`src/tdu_csr_pkg.sv`:
```
// CSR side definitions of the trigger debug unit
// Shared by the CSR front end and the mcontrol triggers

package tdu_csr_pkg;

    typedef logic [31:0] tdu_data_t;   // CSR and TDATA2 word
    typedef logic [2:0]  csr_offs_t;   // Offset inside the TDU CSR block

    typedef enum logic [1:0] {
        CMD_NONE  = 2'd0,
        CMD_WRITE = 2'd1,
        CMD_SET   = 2'd2,
        CMD_CLEAR = 2'd3
    } csr_cmd_e;

    // Register offsets
    localparam csr_offs_t OFFS_TSELECT = 3'd0;
    localparam csr_offs_t OFFS_TDATA1  = 3'd1;
    localparam csr_offs_t OFFS_TDATA2  = 3'd2;
    localparam csr_offs_t OFFS_TINFO   = 3'd4;

    // TDATA1 in mcontrol format
    // --------------------------------------------------
    localparam int TYPE_HI    = 31;
    localparam int TYPE_LO    = 28;
    localparam int DMODE_BIT  = 27;
    localparam int MASKMAX_HI = 26;
    localparam int MASKMAX_LO = 21;
    localparam int HIT_BIT    = 20;
    localparam int SELECT_BIT = 19;
    localparam int TIMING_BIT = 18;
    localparam int ACTION_HI  = 17;
    localparam int ACTION_LO  = 12;
    localparam int CHAIN_BIT  = 11;
    localparam int MATCH_HI   = 10;
    localparam int MATCH_LO   = 7;
    localparam int M_BIT      = 6;
    localparam int RSVD_HI    = 5;      // S, U and reserved bit
    localparam int RSVD_LO    = 3;
    localparam int EXEC_BIT   = 2;
    localparam int STORE_BIT  = 1;
    localparam int LOAD_BIT   = 0;

    // Fields that are not stored
    localparam logic [3:0] MCONTROL_TYPE = 4'd2;
    localparam logic [5:0] MASKMAX_VAL   = 6'd0;   // Exact match only
    localparam logic       SELECT_VAL    = 1'b0;   // Address compare
    localparam logic       TIMING_VAL    = 1'b0;   // Fire before execution
    localparam logic       CHAIN_VAL     = 1'b0;
    localparam logic [3:0] MATCH_VAL     = 4'd0;   // Equal compare
    localparam logic [2:0] RSVD_VAL      = 3'd0;

endpackage

```
`src/tdu_trig_pkg.sv`:
```
// Trigger side definitions of the trigger debug unit
// Used by the trigger bank and the top level monitor ports

package tdu_trig_pkg;

    // Virtual address seen on the instruction and data monitors
    typedef logic [31:0] mem_addr_t;

    // Action taken when a trigger fires
    // Only an action field of exactly 1 selects debug mode entry
    typedef enum logic {
        ACT_BREAK_EXC  = 1'b0,   // Breakpoint exception
        ACT_DEBUG_MODE = 1'b1    // Request to enter debug mode
    } trig_action_e;

endpackage

```
`src/tdu_csr_if.sv`:
```
// CSR front end of the trigger debug unit
// Holds TSELECT, forms write data and strobes, muxes read data

`timescale 1ns/1ps

module tdu_csr_if #(
    parameter int unsigned MTRIG_NUM = 4
) (
    input  logic                                    clk,
    input  logic                                    rst_n,

    input  logic                                    csr_req_i,
    input  tdu_csr_pkg::csr_cmd_e                   csr_cmd_i,
    input  tdu_csr_pkg::csr_offs_t                  csr_addr_i,
    input  tdu_csr_pkg::tdu_data_t                  csr_wdata_i,
    output tdu_csr_pkg::tdu_data_t                  csr_rdata_o,

    input  tdu_csr_pkg::tdu_data_t [MTRIG_NUM-1:0]  tdata1_rd_i,   // Per trigger images
    input  tdu_csr_pkg::tdu_data_t [MTRIG_NUM-1:0]  tdata2_rd_i,
    output logic [MTRIG_NUM-1:0]                    tdata1_we_o,
    output logic [MTRIG_NUM-1:0]                    tdata2_we_o,
    output tdu_csr_pkg::tdu_data_t                  wr_data_o
);

    import tdu_csr_pkg::*;
    import tdu_trig_pkg::*;

    localparam int TSEL_W = (MTRIG_NUM > 1) ? $clog2(MTRIG_NUM) : 1;

    logic              wr_req;
    logic              wr_en;
    tdu_data_t         wr_data;
    logic              tsel_upd;
    logic [TSEL_W-1:0] tsel_q;
    logic [MTRIG_NUM-1:0] sel_onehot;

    // Read mux
    // --------------------------------------------------
    always_comb begin
        csr_rdata_o = '0;
        if (csr_req_i) begin
            case (csr_addr_i)
                OFFS_TSELECT: csr_rdata_o = tdu_data_t'(tsel_q);
                OFFS_TDATA1:  csr_rdata_o = tdata1_rd_i[tsel_q];
                OFFS_TDATA2:  csr_rdata_o = tdata2_rd_i[tsel_q];
                OFFS_TINFO:   csr_rdata_o = tdu_data_t'(1) << MCONTROL_TYPE;
                default:      csr_rdata_o = '0;   // Unknown offset
            endcase
        end
    end

    // Write data for the three write commands
    // --------------------------------------------------
    always_comb begin
        wr_req  = 1'b0;
        wr_data = '0;
        case (csr_cmd_i)
            CMD_WRITE: begin
                wr_req  = 1'b1;
                wr_data = csr_wdata_i;
            end
            CMD_SET: begin
                wr_req  = |csr_wdata_i;          // No write for an empty mask
                wr_data = csr_rdata_o | csr_wdata_i;
            end
            CMD_CLEAR: begin
                wr_req  = |csr_wdata_i;
                wr_data = csr_rdata_o & ~csr_wdata_i;
            end
            default: wr_req = 1'b0;
        endcase
    end

    assign wr_en     = csr_req_i & wr_req;
    assign wr_data_o = wr_data;

    // TSELECT drops out of range values
    assign tsel_upd = wr_en & (csr_addr_i == OFFS_TSELECT)
                    & (wr_data < tdu_data_t'(MTRIG_NUM));

    always_ff @(posedge clk) begin
        if (!rst_n) begin
            tsel_q <= '0;
        end else if (tsel_upd) begin
            tsel_q <= wr_data[TSEL_W-1:0];
        end
    end

    // Per trigger write strobes
    // --------------------------------------------------
    always_comb begin
        sel_onehot         = '0;
        sel_onehot[tsel_q] = 1'b1;
    end

    assign tdata1_we_o = (wr_en && csr_addr_i == OFFS_TDATA1) ? sel_onehot : '0;
    assign tdata2_we_o = (wr_en && csr_addr_i == OFFS_TDATA2) ? sel_onehot : '0;

endmodule

```
`src/tdu_mcontrol_trig.sv`:
```
// One mcontrol address match trigger with its TDATA1 fields and TDATA2
// Picks its own slot out of the bank wide strobe and retire vectors

`timescale 1ns/1ps

module tdu_mcontrol_trig #(
    parameter int unsigned MTRIG_NUM = 4,
    parameter int unsigned TRIG_IDX  = 0
) (
    input  logic                    clk,
    input  logic                    rst_n,
    input  logic                    tdu_dsbl_i,

    input  logic [MTRIG_NUM-1:0]    tdata1_we_i,
    input  logic [MTRIG_NUM-1:0]    tdata2_we_i,
    input  tdu_csr_pkg::tdu_data_t  wr_data_i,
    output tdu_csr_pkg::tdu_data_t  tdata1_rd_o,
    output tdu_csr_pkg::tdu_data_t  tdata2_rd_o,

    input  logic                    imon_vd_i,
    input  tdu_trig_pkg::mem_addr_t imon_addr_i,
    input  logic                    dmon_vd_i,
    input  logic                    dmon_load_i,
    input  logic                    dmon_store_i,
    input  tdu_trig_pkg::mem_addr_t dmon_addr_i,
    input  logic [MTRIG_NUM-1:0]    bp_retire_i,

    output logic                    exec_hit_o,
    output logic                    ldst_hit_o,
    output logic                    dmode_req_o
);

    import tdu_csr_pkg::*;
    import tdu_trig_pkg::*;

    logic         dmode_q, m_q, exec_q, load_q, store_q, hit_q;
    trig_action_e action_q;
    tdu_data_t    tdata2_q;
    logic         wr_unlocked;
    logic         t1_wr, t2_wr;

    // A debug mode trigger is writable only while the unit is disabled
    assign wr_unlocked = ~dmode_q | tdu_dsbl_i;
    assign t1_wr       = tdata1_we_i[TRIG_IDX] & wr_unlocked;
    assign t2_wr       = tdata2_we_i[TRIG_IDX] & wr_unlocked;

    always_ff @(posedge clk) begin
        if (!rst_n) begin
            dmode_q  <= 1'b0;
            m_q      <= 1'b0;
            exec_q   <= 1'b0;
            load_q   <= 1'b0;
            store_q  <= 1'b0;
            hit_q    <= 1'b0;
            action_q <= ACT_BREAK_EXC;
            tdata2_q <= '0;
        end else begin
            if (t1_wr) begin
                dmode_q  <= wr_data_i[DMODE_BIT];
                m_q      <= wr_data_i[M_BIT];
                exec_q   <= wr_data_i[EXEC_BIT];
                load_q   <= wr_data_i[LOAD_BIT];
                store_q  <= wr_data_i[STORE_BIT];
                hit_q    <= wr_data_i[HIT_BIT];   // CSR write wins over retire
                action_q <= (wr_data_i[ACTION_HI:ACTION_LO] == 6'd1) ? ACT_DEBUG_MODE
                                                                      : ACT_BREAK_EXC;
            end else if (bp_retire_i[TRIG_IDX]) begin
                hit_q <= 1'b1;
            end
            if (t2_wr) begin
                tdata2_q <= wr_data_i;
            end
        end
    end

    // TDATA1 image
    // --------------------------------------------------
    always_comb begin
        tdata1_rd_o                       = '0;
        tdata1_rd_o[TYPE_HI:TYPE_LO]       = MCONTROL_TYPE;
        tdata1_rd_o[DMODE_BIT]             = dmode_q;
        tdata1_rd_o[MASKMAX_HI:MASKMAX_LO] = MASKMAX_VAL;
        tdata1_rd_o[HIT_BIT]               = hit_q;
        tdata1_rd_o[SELECT_BIT]            = SELECT_VAL;
        tdata1_rd_o[TIMING_BIT]            = TIMING_VAL;
        tdata1_rd_o[ACTION_HI:ACTION_LO]   = 6'(action_q);
        tdata1_rd_o[CHAIN_BIT]             = CHAIN_VAL;
        tdata1_rd_o[MATCH_HI:MATCH_LO]     = MATCH_VAL;
        tdata1_rd_o[M_BIT]                 = m_q;
        tdata1_rd_o[RSVD_HI:RSVD_LO]       = RSVD_VAL;
        tdata1_rd_o[EXEC_BIT]              = exec_q;
        tdata1_rd_o[STORE_BIT]             = store_q;
        tdata1_rd_o[LOAD_BIT]              = load_q;
    end

    assign tdata2_rd_o = tdata2_q;

    // Address compare
    assign exec_hit_o = ~tdu_dsbl_i & m_q & exec_q & imon_vd_i
                      & (imon_addr_i == tdata2_q);
    assign ldst_hit_o = ~tdu_dsbl_i & m_q & dmon_vd_i
                      & ((load_q & dmon_load_i) | (store_q & dmon_store_i))
                      & (dmon_addr_i == tdata2_q);

    assign dmode_req_o = (action_q == ACT_DEBUG_MODE) & bp_retire_i[TRIG_IDX];

endmodule

```
`src/tdu_trig_bank.sv`:
```
// Bank of mcontrol triggers
// Collects per trigger hits into match vectors and request lines

`timescale 1ns/1ps

module tdu_trig_bank #(
    parameter int unsigned MTRIG_NUM = 4
) (
    input  logic                                    clk,
    input  logic                                    rst_n,
    input  logic                                    tdu_dsbl_i,

    input  logic [MTRIG_NUM-1:0]                    tdata1_we_i,
    input  logic [MTRIG_NUM-1:0]                    tdata2_we_i,
    input  tdu_csr_pkg::tdu_data_t                  wr_data_i,
    output tdu_csr_pkg::tdu_data_t [MTRIG_NUM-1:0]  tdata1_rd_o,
    output tdu_csr_pkg::tdu_data_t [MTRIG_NUM-1:0]  tdata2_rd_o,

    input  logic                                    imon_vd_i,
    input  tdu_trig_pkg::mem_addr_t                 imon_addr_i,
    input  logic                                    dmon_vd_i,
    input  logic                                    dmon_load_i,
    input  logic                                    dmon_store_i,
    input  tdu_trig_pkg::mem_addr_t                 dmon_addr_i,
    input  logic [MTRIG_NUM-1:0]                    bp_retire_i,

    output logic [MTRIG_NUM-1:0]                    ibrkpt_match_o,
    output logic                                    ibrkpt_exc_req_o,
    output logic [MTRIG_NUM-1:0]                    dbrkpt_match_o,
    output logic                                    dbrkpt_exc_req_o,
    output logic                                    dmode_req_o
);

    import tdu_csr_pkg::*;
    import tdu_trig_pkg::*;

    logic [MTRIG_NUM-1:0] dmode_vec;   // Debug entry request per trigger

    for (genvar i = 0; i < MTRIG_NUM; i++) begin : gen_trig
        tdu_mcontrol_trig #(
            .MTRIG_NUM (MTRIG_NUM),
            .TRIG_IDX  (i)
        ) trig_i (
            .clk          (clk),
            .rst_n        (rst_n),
            .tdu_dsbl_i   (tdu_dsbl_i),
            .tdata1_we_i  (tdata1_we_i),
            .tdata2_we_i  (tdata2_we_i),
            .wr_data_i    (wr_data_i),
            .tdata1_rd_o  (tdata1_rd_o[i]),
            .tdata2_rd_o  (tdata2_rd_o[i]),
            .imon_vd_i    (imon_vd_i),
            .imon_addr_i  (imon_addr_i),
            .dmon_vd_i    (dmon_vd_i),
            .dmon_load_i  (dmon_load_i),
            .dmon_store_i (dmon_store_i),
            .dmon_addr_i  (dmon_addr_i),
            .bp_retire_i  (bp_retire_i),
            .exec_hit_o   (ibrkpt_match_o[i]),
            .ldst_hit_o   (dbrkpt_match_o[i]),
            .dmode_req_o  (dmode_vec[i])
        );
    end

    // Any hit raises the matching exception request
    assign ibrkpt_exc_req_o = |ibrkpt_match_o;
    assign dbrkpt_exc_req_o = |dbrkpt_match_o;
    assign dmode_req_o      = |dmode_vec;

endmodule

```
`src/tdu_top.sv`:
```
// Top level of the trigger debug unit
// Connects the CSR front end to the trigger bank

`timescale 1ns/1ps

module tdu_top #(
    parameter int unsigned MTRIG_NUM = 4
) (
    input  logic                     clk,
    input  logic                     rst_n,
    input  logic                     tdu_dsbl_i,

    // CSR port
    input  logic                     csr_req_i,
    input  tdu_csr_pkg::csr_cmd_e    csr_cmd_i,
    input  tdu_csr_pkg::csr_offs_t   csr_addr_i,
    input  tdu_csr_pkg::tdu_data_t   csr_wdata_i,
    output tdu_csr_pkg::tdu_data_t   csr_rdata_o,

    // Instruction and data monitors
    input  logic                     imon_vd_i,
    input  tdu_trig_pkg::mem_addr_t  imon_addr_i,
    input  logic                     dmon_vd_i,
    input  logic                     dmon_load_i,
    input  logic                     dmon_store_i,
    input  tdu_trig_pkg::mem_addr_t  dmon_addr_i,
    input  logic [MTRIG_NUM-1:0]     bp_retire_i,

    output logic [MTRIG_NUM-1:0]     ibrkpt_match_o,
    output logic                     ibrkpt_exc_req_o,
    output logic [MTRIG_NUM-1:0]     dbrkpt_match_o,
    output logic                     dbrkpt_exc_req_o,
    output logic                     dmode_req_o
);

    import tdu_csr_pkg::*;
    import tdu_trig_pkg::*;

    logic [MTRIG_NUM-1:0]      tdata1_we;
    logic [MTRIG_NUM-1:0]      tdata2_we;
    tdu_data_t                 wr_data;
    tdu_data_t [MTRIG_NUM-1:0] tdata1_rd;
    tdu_data_t [MTRIG_NUM-1:0] tdata2_rd;

    tdu_csr_if #(
        .MTRIG_NUM (MTRIG_NUM)
    ) csr_if_i (
        .clk         (clk),
        .rst_n       (rst_n),
        .csr_req_i   (csr_req_i),
        .csr_cmd_i   (csr_cmd_i),
        .csr_addr_i  (csr_addr_i),
        .csr_wdata_i (csr_wdata_i),
        .csr_rdata_o (csr_rdata_o),
        .tdata1_rd_i (tdata1_rd),
        .tdata2_rd_i (tdata2_rd),
        .tdata1_we_o (tdata1_we),
        .tdata2_we_o (tdata2_we),
        .wr_data_o   (wr_data)
    );

    tdu_trig_bank #(
        .MTRIG_NUM (MTRIG_NUM)
    ) trig_bank_i (
        .clk              (clk),
        .rst_n            (rst_n),
        .tdu_dsbl_i       (tdu_dsbl_i),
        .tdata1_we_i      (tdata1_we),
        .tdata2_we_i      (tdata2_we),
        .wr_data_i        (wr_data),
        .tdata1_rd_o      (tdata1_rd),
        .tdata2_rd_o      (tdata2_rd),
        .imon_vd_i        (imon_vd_i),
        .imon_addr_i      (imon_addr_i),
        .dmon_vd_i        (dmon_vd_i),
        .dmon_load_i      (dmon_load_i),
        .dmon_store_i     (dmon_store_i),
        .dmon_addr_i      (dmon_addr_i),
        .bp_retire_i      (bp_retire_i),
        .ibrkpt_match_o   (ibrkpt_match_o),
        .ibrkpt_exc_req_o (ibrkpt_exc_req_o),
        .dbrkpt_match_o   (dbrkpt_match_o),
        .dbrkpt_exc_req_o (dbrkpt_exc_req_o),
        .dmode_req_o      (dmode_req_o)
    );

endmodule

```
`config.mk`:
```
export PLATFORM = sky130hd
export DESIGN_NAME = tdu_top
export DESIGN_NICKNAME = d
export VERILOG_FILES = /design/src/tdu_csr_pkg.sv /design/src/tdu_trig_pkg.sv /design/src/tdu_csr_if.sv /design/src/tdu_mcontrol_trig.sv /design/src/tdu_trig_bank.sv /design/src/tdu_top.sv
export SDC_FILE = /design/constraint.sdc
export NUM_CORES = 1
export LEC_CHECK = 0
export ABC_AREA = 0
export BUFFER_PORTS_ARGS = -buffer_cell sky130_fd_sc_hd__clkbuf_2
export CORE_MARGIN = 2
export CORE_UTILIZATION = 54
export CTS_CLUSTER_SIZE = 10
export DETAILED_ROUTE_END_ITERATION = 7
export PLACE_DENSITY = 0.74
export RECOVER_POWER = 50
export SLEW_MARGIN = 5
export SYNTH_ARGS = -nofsm -noshare
export SYNTH_HDL_FRONTEND = slang
export SYNTH_HIERARCHICAL = 1
export SYNTH_SLANG_ARGS = --single-unit
```
`constraint.sdc`:
```
create_clock -name clk -period 3 [get_ports clk]
set_input_delay 0.15 -clock clk [delete_from_list [all_inputs] [get_ports clk]]
set_output_delay 0.15 -clock clk [all_outputs]
set_load 0.02 [all_outputs]
```
**Word-level counts from Yosys, hierarchy flattened**

Cells that the tools add are included.

- Bits in registers: 158
- Input bits: 113
- Output and inout bits: 43
- Word-level logic and storage cells: 152

- Magnitude comparators: 3
- Eq/ne operators: 15
- Multiplexer cells: 21
- Bitwise logic cells: 67
- Reductions and logical operators: 13

Operator list:

| cell | count |
|---|---|
| $eq A32 B32 Y1 | 8 |
| $bmux W32 S2 | 2 |
| $pmux W32 S4 | 1 |
| $mux W32 | 3 |
| $pmux W32 S3 | 1 |
| $and A1 B1 Y1 | 51 |
| $and A32 B32 Y32 | 1 |
| $lt A32 B3 Y1 const B | 1 |
| $not A32 Y32 | 1 |
| $or A32 B32 Y32 | 1 |
| $reduce_or A32 Y1 | 1 |
| $reduce_or A4 Y1 | 3 |
| $mux W1 | 10 |
| $mux W4 | 2 |
| $or A1 B1 Y1 | 8 |
| $reduce_bool A2 Y1 | 4 |
| $eq A6 B1 Y1 const B | 1 |
| $not A1 Y1 | 5 |
| $eq A2 B2 Y1 const B | 2 |
| $eq A3 B1 Y1 const B | 1 |
| $eq A3 B2 Y1 const B | 1 |
| $eq A3 B3 Y1 const B | 1 |
| $logic_and A1 B1 Y1 | 3 |
| $logic_not A3 Y1 | 1 |
| other kinds (6) | 6 |

**Depth between registers and ports, before layout**

- Depth after elaboration: 8
- Gate-level depth with buffers: 12
- Gate-level depth less buffers: 9

**Cells and area by module**

The synthesis kept the hierarchy.

Modules (own cells, without submodules):

| module | times used | cells an instance | area each (sq um) | sequential area each (sq um) |
|---|---|---|---|---|
| tdu_mcontrol_trig | 4 | 299 | 2,442.3 | 780.7 |
| tdu_csr_if | 1 | 440 | 3,203.1 | 40.0 |
| tdu_trig_bank | 1 | 3 | 22.5 | 0.0 |

**Worst setup path before layout**

No wires, ideal clock.

- Path kind: register -> register
- Start point: reg csr_if_i.tsel_q[1]
- End point: reg trig_bank_i.gen_trig[0].trig_i.action_q
- Library setup time: 0.070 ns
- Arrival: 2.773 ns
- Setup slack: 0.157 ns
- Cell stages (with the launch flop): 10
- Clock period less this slack: 2.843 ns
- Cell sequence: dfxtp_1 > buf_2 > or4b_4 > buf_6 > o22ai_1 > o21ai_1 > o21ai_0 > or4b_1 > or4_1 > a21boi_1

- Cells in the longest elaborated chain, start to end: 8

RTL lines:

| what | RTL line | source |
|---|---|---|
| start, declared | tdu_csr_if.sv:34 | `logic [TSEL_W-1:0] tsel_q;` |
| start signal, assigned | tdu_csr_if.sv:85 | `tsel_q <= wr_data[TSEL_W-1:0];` |
| $bmux W32 S2 (on tied branches) | tdu_csr_if.sv:45, tdu_csr_if.sv:44 |  |
| $mux W32 (on tied branches) | tdu_csr_if.sv:45, tdu_csr_if.sv:44 |  |
| $pmux W32 S4 (*) | tdu_csr_if.sv:42 | `case (csr_addr_i)` |
| $mux W32 (*) | tdu_csr_if.sv:41 | `if (csr_req_i) begin` |
| $and A32 B32 Y32 / $or A32 B32 Y32 (equally long branches) | tdu_csr_if.sv:68, tdu_csr_if.sv:64 |  |
| $pmux W32 S3 (*) | tdu_csr_if.sv:57 | `case (csr_cmd_i)` |
| net wr_data[12] | tdu_top.sv:41 | `tdu_data_t wr_data;` |
| $eq A6 B1 Y1 (*) | tdu_mcontrol_trig.sv:65 | `action_q <= (wr_data_i[ACTION_HI:ACTION_LO] == 6'd1) ? ACT_DEBUG_MODE` |
| $mux W1 (*) | tdu_mcontrol_trig.sv:65 |  |
| end signal, assigned | tdu_mcontrol_trig.sv:65 |  |
| end, declared | tdu_mcontrol_trig.sv:37 | `trig_action_e action_q;` |

Mark *: on every way through the listed nets, which the timed path passes. The rest lies on a longest branch. The select of a mux whose other input is x is not followed.
A chain may end at the register's enable or synchronous reset.

**Final worst setup path**

- Start point: reg csr_if_i.tsel_q[0]
- End point: reg csr_if_i.tsel_q[0]

- Cells in the longest elaborated chain, start to end: 8

RTL lines:

| what | RTL line | source |
|---|---|---|
| $bmux W32 S2 (on tied branches) | tdu_csr_if.sv:45, tdu_csr_if.sv:44 |  |
| $mux W32 (on tied branches) | tdu_csr_if.sv:45, tdu_csr_if.sv:44 |  |
| $pmux W32 S4 (*) | tdu_csr_if.sv:42 |  |
| $mux W32 (*) | tdu_csr_if.sv:41 |  |
| $and A32 B32 Y32 / $or A32 B32 Y32 (equally long branches) | tdu_csr_if.sv:68, tdu_csr_if.sv:64 |  |
| $pmux W32 S3 (*) | tdu_csr_if.sv:57 |  |
| net wr_data[6] | tdu_top.sv:41 |  |
| $lt A32 B3 Y1 (*) | tdu_csr_if.sv:79 | `& (wr_data < tdu_data_t'(MTRIG_NUM));` |
| $and A1 B1 Y1 (*) | tdu_csr_if.sv:79 |  |

Marks and branches as above.

==> flow_summary.toml <==
[sta]
relSlewSlack = 0.310
period_share = 0.960
hold_viol_final = 0
rsz0062_at_grt = "no"
finClkSkew_ps = 16.7
tns_ps = 0
fmax_mhz = 347
finalSetupViolations = 0
fin_crit_ps = 2880
slew_violations = 0
tightest_slew_ps = 1030

[critical_path]
cp_cell_sequence = "buf_4, mux2i_1, o22ai_1, nor2_1, buf_4, o31ai_2, nor4_1, buf_4, nand4_1, nor2_1, mux2i_1"
cp.arrival_ps = 3240
critPathLaunchType = "flip-flop"
path_buf_inv = 3
cp_max_fo = 20
endpoint_kind = "flip-flop"
slowest_stage = "dfxtp_4"
path_class = "reg2reg"
cp_common_cell = "buf_4"
slowest_delay_ps = 570
cp.required_ps = 3360
crit_family = "simple AND/OR/NAND/NOR gates"

[clock_tree]
htree_levels = 4
clock_latency_ps = 450
hold_buffers = 0
cts_tree = "yes"
cts.sinks = 158
cts_buffer_depth = 2
cts.clk_slew.worst_paths_ps = 80
cts-root-buf = "clkbuf_16"
cts_buffers = 17

[synthesis]
synthFlopType = "dfxtp_1"
synth_edf_count = 0
ys_seq_area_frac = 0.243
synthArstFlopShare = 0
synth_area_leaders = "dfxtp_1 24%, xor2_1 13%, mux2i_1 9.2%"
ys_seq_elements = 158
syn_inst = 1639
syn_area_per_cell_um2 = 7.93
synth_cell_types = 48
synth_top_area_share = 0.243
synth.largest_area_cell = "dfxtp_1"
netlist_area_um2 = 13000
synth_warnings = 6

[run_status]
status = "completed"

[die]
dieArea_um2 = 25300
initial_core_util = 0.552
fp.dieW_um = 159
num_io_pins = 156
core_um2 = 23500
rows = 56
dieHeight_um = 159

[placement]
io_buffers = 155
gp_congestion = 1.17
dp_hpwl_um = 37800

[grt]
grt_max_degree = 87
antenna_found_initial = 0
grt_overflow = 0
grt_pass1_wl_um = 74300
grt_pass1_vias = 11913
groute.usage.overall = 0.385

[route]
detail_route.vias_per_cell = 6.12
drc = 0
wl_um = 50500
vias = 12749
firstDrtPassIters = 6
ant_nets = 0
wl_per_cell_um = 24.2
drt_iter0_markers = 1993

[finish]
utilization = 0.605
nets = 1865
synthToLayoutAreaGrowth_pct = 9.69
drive_gt1_frac = 0.151
antenna_cells = 0

[pwr]
p_per_area_nw_per_um2 = 357
power_leakage_nw = 5.39
ir_drop_mv = 0.306

[hold_path]
hp-class = "in2reg"

[flow_run]
cap_violations = 0
worst reg2reg max path, cell delays in order, from the launching register on:
cell and delay (ps):
dfxtp_4 570, buf_4 300, mux2i_1 330, o22ai_1 140, nor2_1 150, buf_4 150, o31ai_2 70, nor4_1 320
buf_4 190, nand4_1 90, nor2_1 290, mux2i_1 220
registers in the layout, summed over array words and instances (netlist names):
signal and count:
csr_if_i/tsel_q 2, trig_bank_i/gen_trig.trig_i/action_q 4, trig_bank_i/gen_trig.trig_i/dmode_q 4, trig_bank_i/gen_trig.trig_i/exec_q 4, trig_bank_i/gen_trig.trig_i/hit_q 4, trig_bank_i/gen_trig.trig_i/load_q 4
trig_bank_i/gen_trig.trig_i/m_q 4, trig_bank_i/gen_trig.trig_i/store_q 4, trig_bank_i/gen_trig.trig_i/tdata2_rd_o 128
placed cells by master (no fill, tap or decap), drive strengths merged, types with 58 or more instances in the layout:
cell type | synthesis | layout
nand2 | 315 | 315
xor2 | 188 | 188
clkbuf | 36 | 180
dfxtp | 158 | 158
a21boi | 152 | 152
mux2i | 120 | 120
conb | 8 | 100
xnor2 | 68 | 68
buf | 187 | 64
nor4 | 62 | 62
o21ai | 59 | 59
o22ai | 58 | 58
power breakdown:
part / internal (mW) / switching, mW
Clock: 1.18 / 1.04
Combinational: 0.280 / 0.474
Sequential: 2.10 / 0.0115
Total: 3.57 / 1.52
cells by family (layout without fill, tap and decap cells):
| group | after synthesis | in the layout | synth area share |
|---|---|---|---|
| AND/OR/NAND/NOR | 552 | 552 | 0.201 |
| AO/OA/AOI/OAI | 310 | 310 | 0.166 |
| XOR/XNOR | 256 | 256 | 0.173 |
| buffers and inverters | 229 | 263 | 0.113 |
| flip-flops | 158 | 158 | 0.243 |
| multiplexers | 126 | 126 | 0.102 |
| other | 8 | 100 | 0.00231 |
metal layers:
metal,vias up,global-route usage,part of all wire
li1,5646,-,-
met1,5945,0.498,0.38
met2,933,0.605,0.44
met3,225,0.0682,0.11
met4,0,0.224,0.073
met5,-,0,0
cells in the mapped netlist (31+ instances only):
library cell,n
a21boi_0,128
xor2_1,188
dfxtp_1,158
o22ai_1,58
clkbuf_1,32
nand4_1,31
buf_4,132
o21ai_0,55
xnor2_1,68
buf_2,34
nor4_1,62
nand2_1,311
nor2_1,33
mux2i_1,120
worst paths after layout:
check | from | endpoint | cells past startpoint | slack, ps
setup / recovery | csr_if_i/tsel_q[0] | csr_if_i/tsel_q[0] | 11 | 120
hold / removal | bp_retire_i[2] | trig_bank_i/gen_trig[2].trig_i/hit_q | 3 | 40
setup reg to reg | csr_if_i/tsel_q[0] | csr_if_i/tsel_q[0] | 11 | 120
hold reg to reg | trig_bank_i/gen_trig[2].trig_i/m_q | trig_bank_i/gen_trig[2].trig_i/m_q | 2 | 480
cell type report:
cell class              count  area [um2]
clock buffers              19         433
clock inverters            13         143
fillers                  2183        9290
inverters                   6        22.5
multi-input cells        1344        8700
flip-flops and latches    158        3170
well taps                 319         399
repair buffers            225        1390
per-stage QoR:
step	instances	cell area (um2)	total power, mW	hold WS (ps)	setup WS (ps)
floorplan	1731	13300	2.64	292	157
global placement	2052	13700	2.88	470	278
detailed placement	2052	13700	2.88	474	213
CTS	2084	14300	5.05	36.7	181
global route	2084	14300	5.21	70.2	3.19
finish	2084	14300	5.09	43.6	120
timing repair:
item                                    4_1_cts  5_1_grt
endpoints found under the setup margin        0        2
endpoints found under the hold margin         0        0
resized for setup                             0        1
buffers inserted                              0        0
Note: power is estimated with default switching activity, not from simulation.
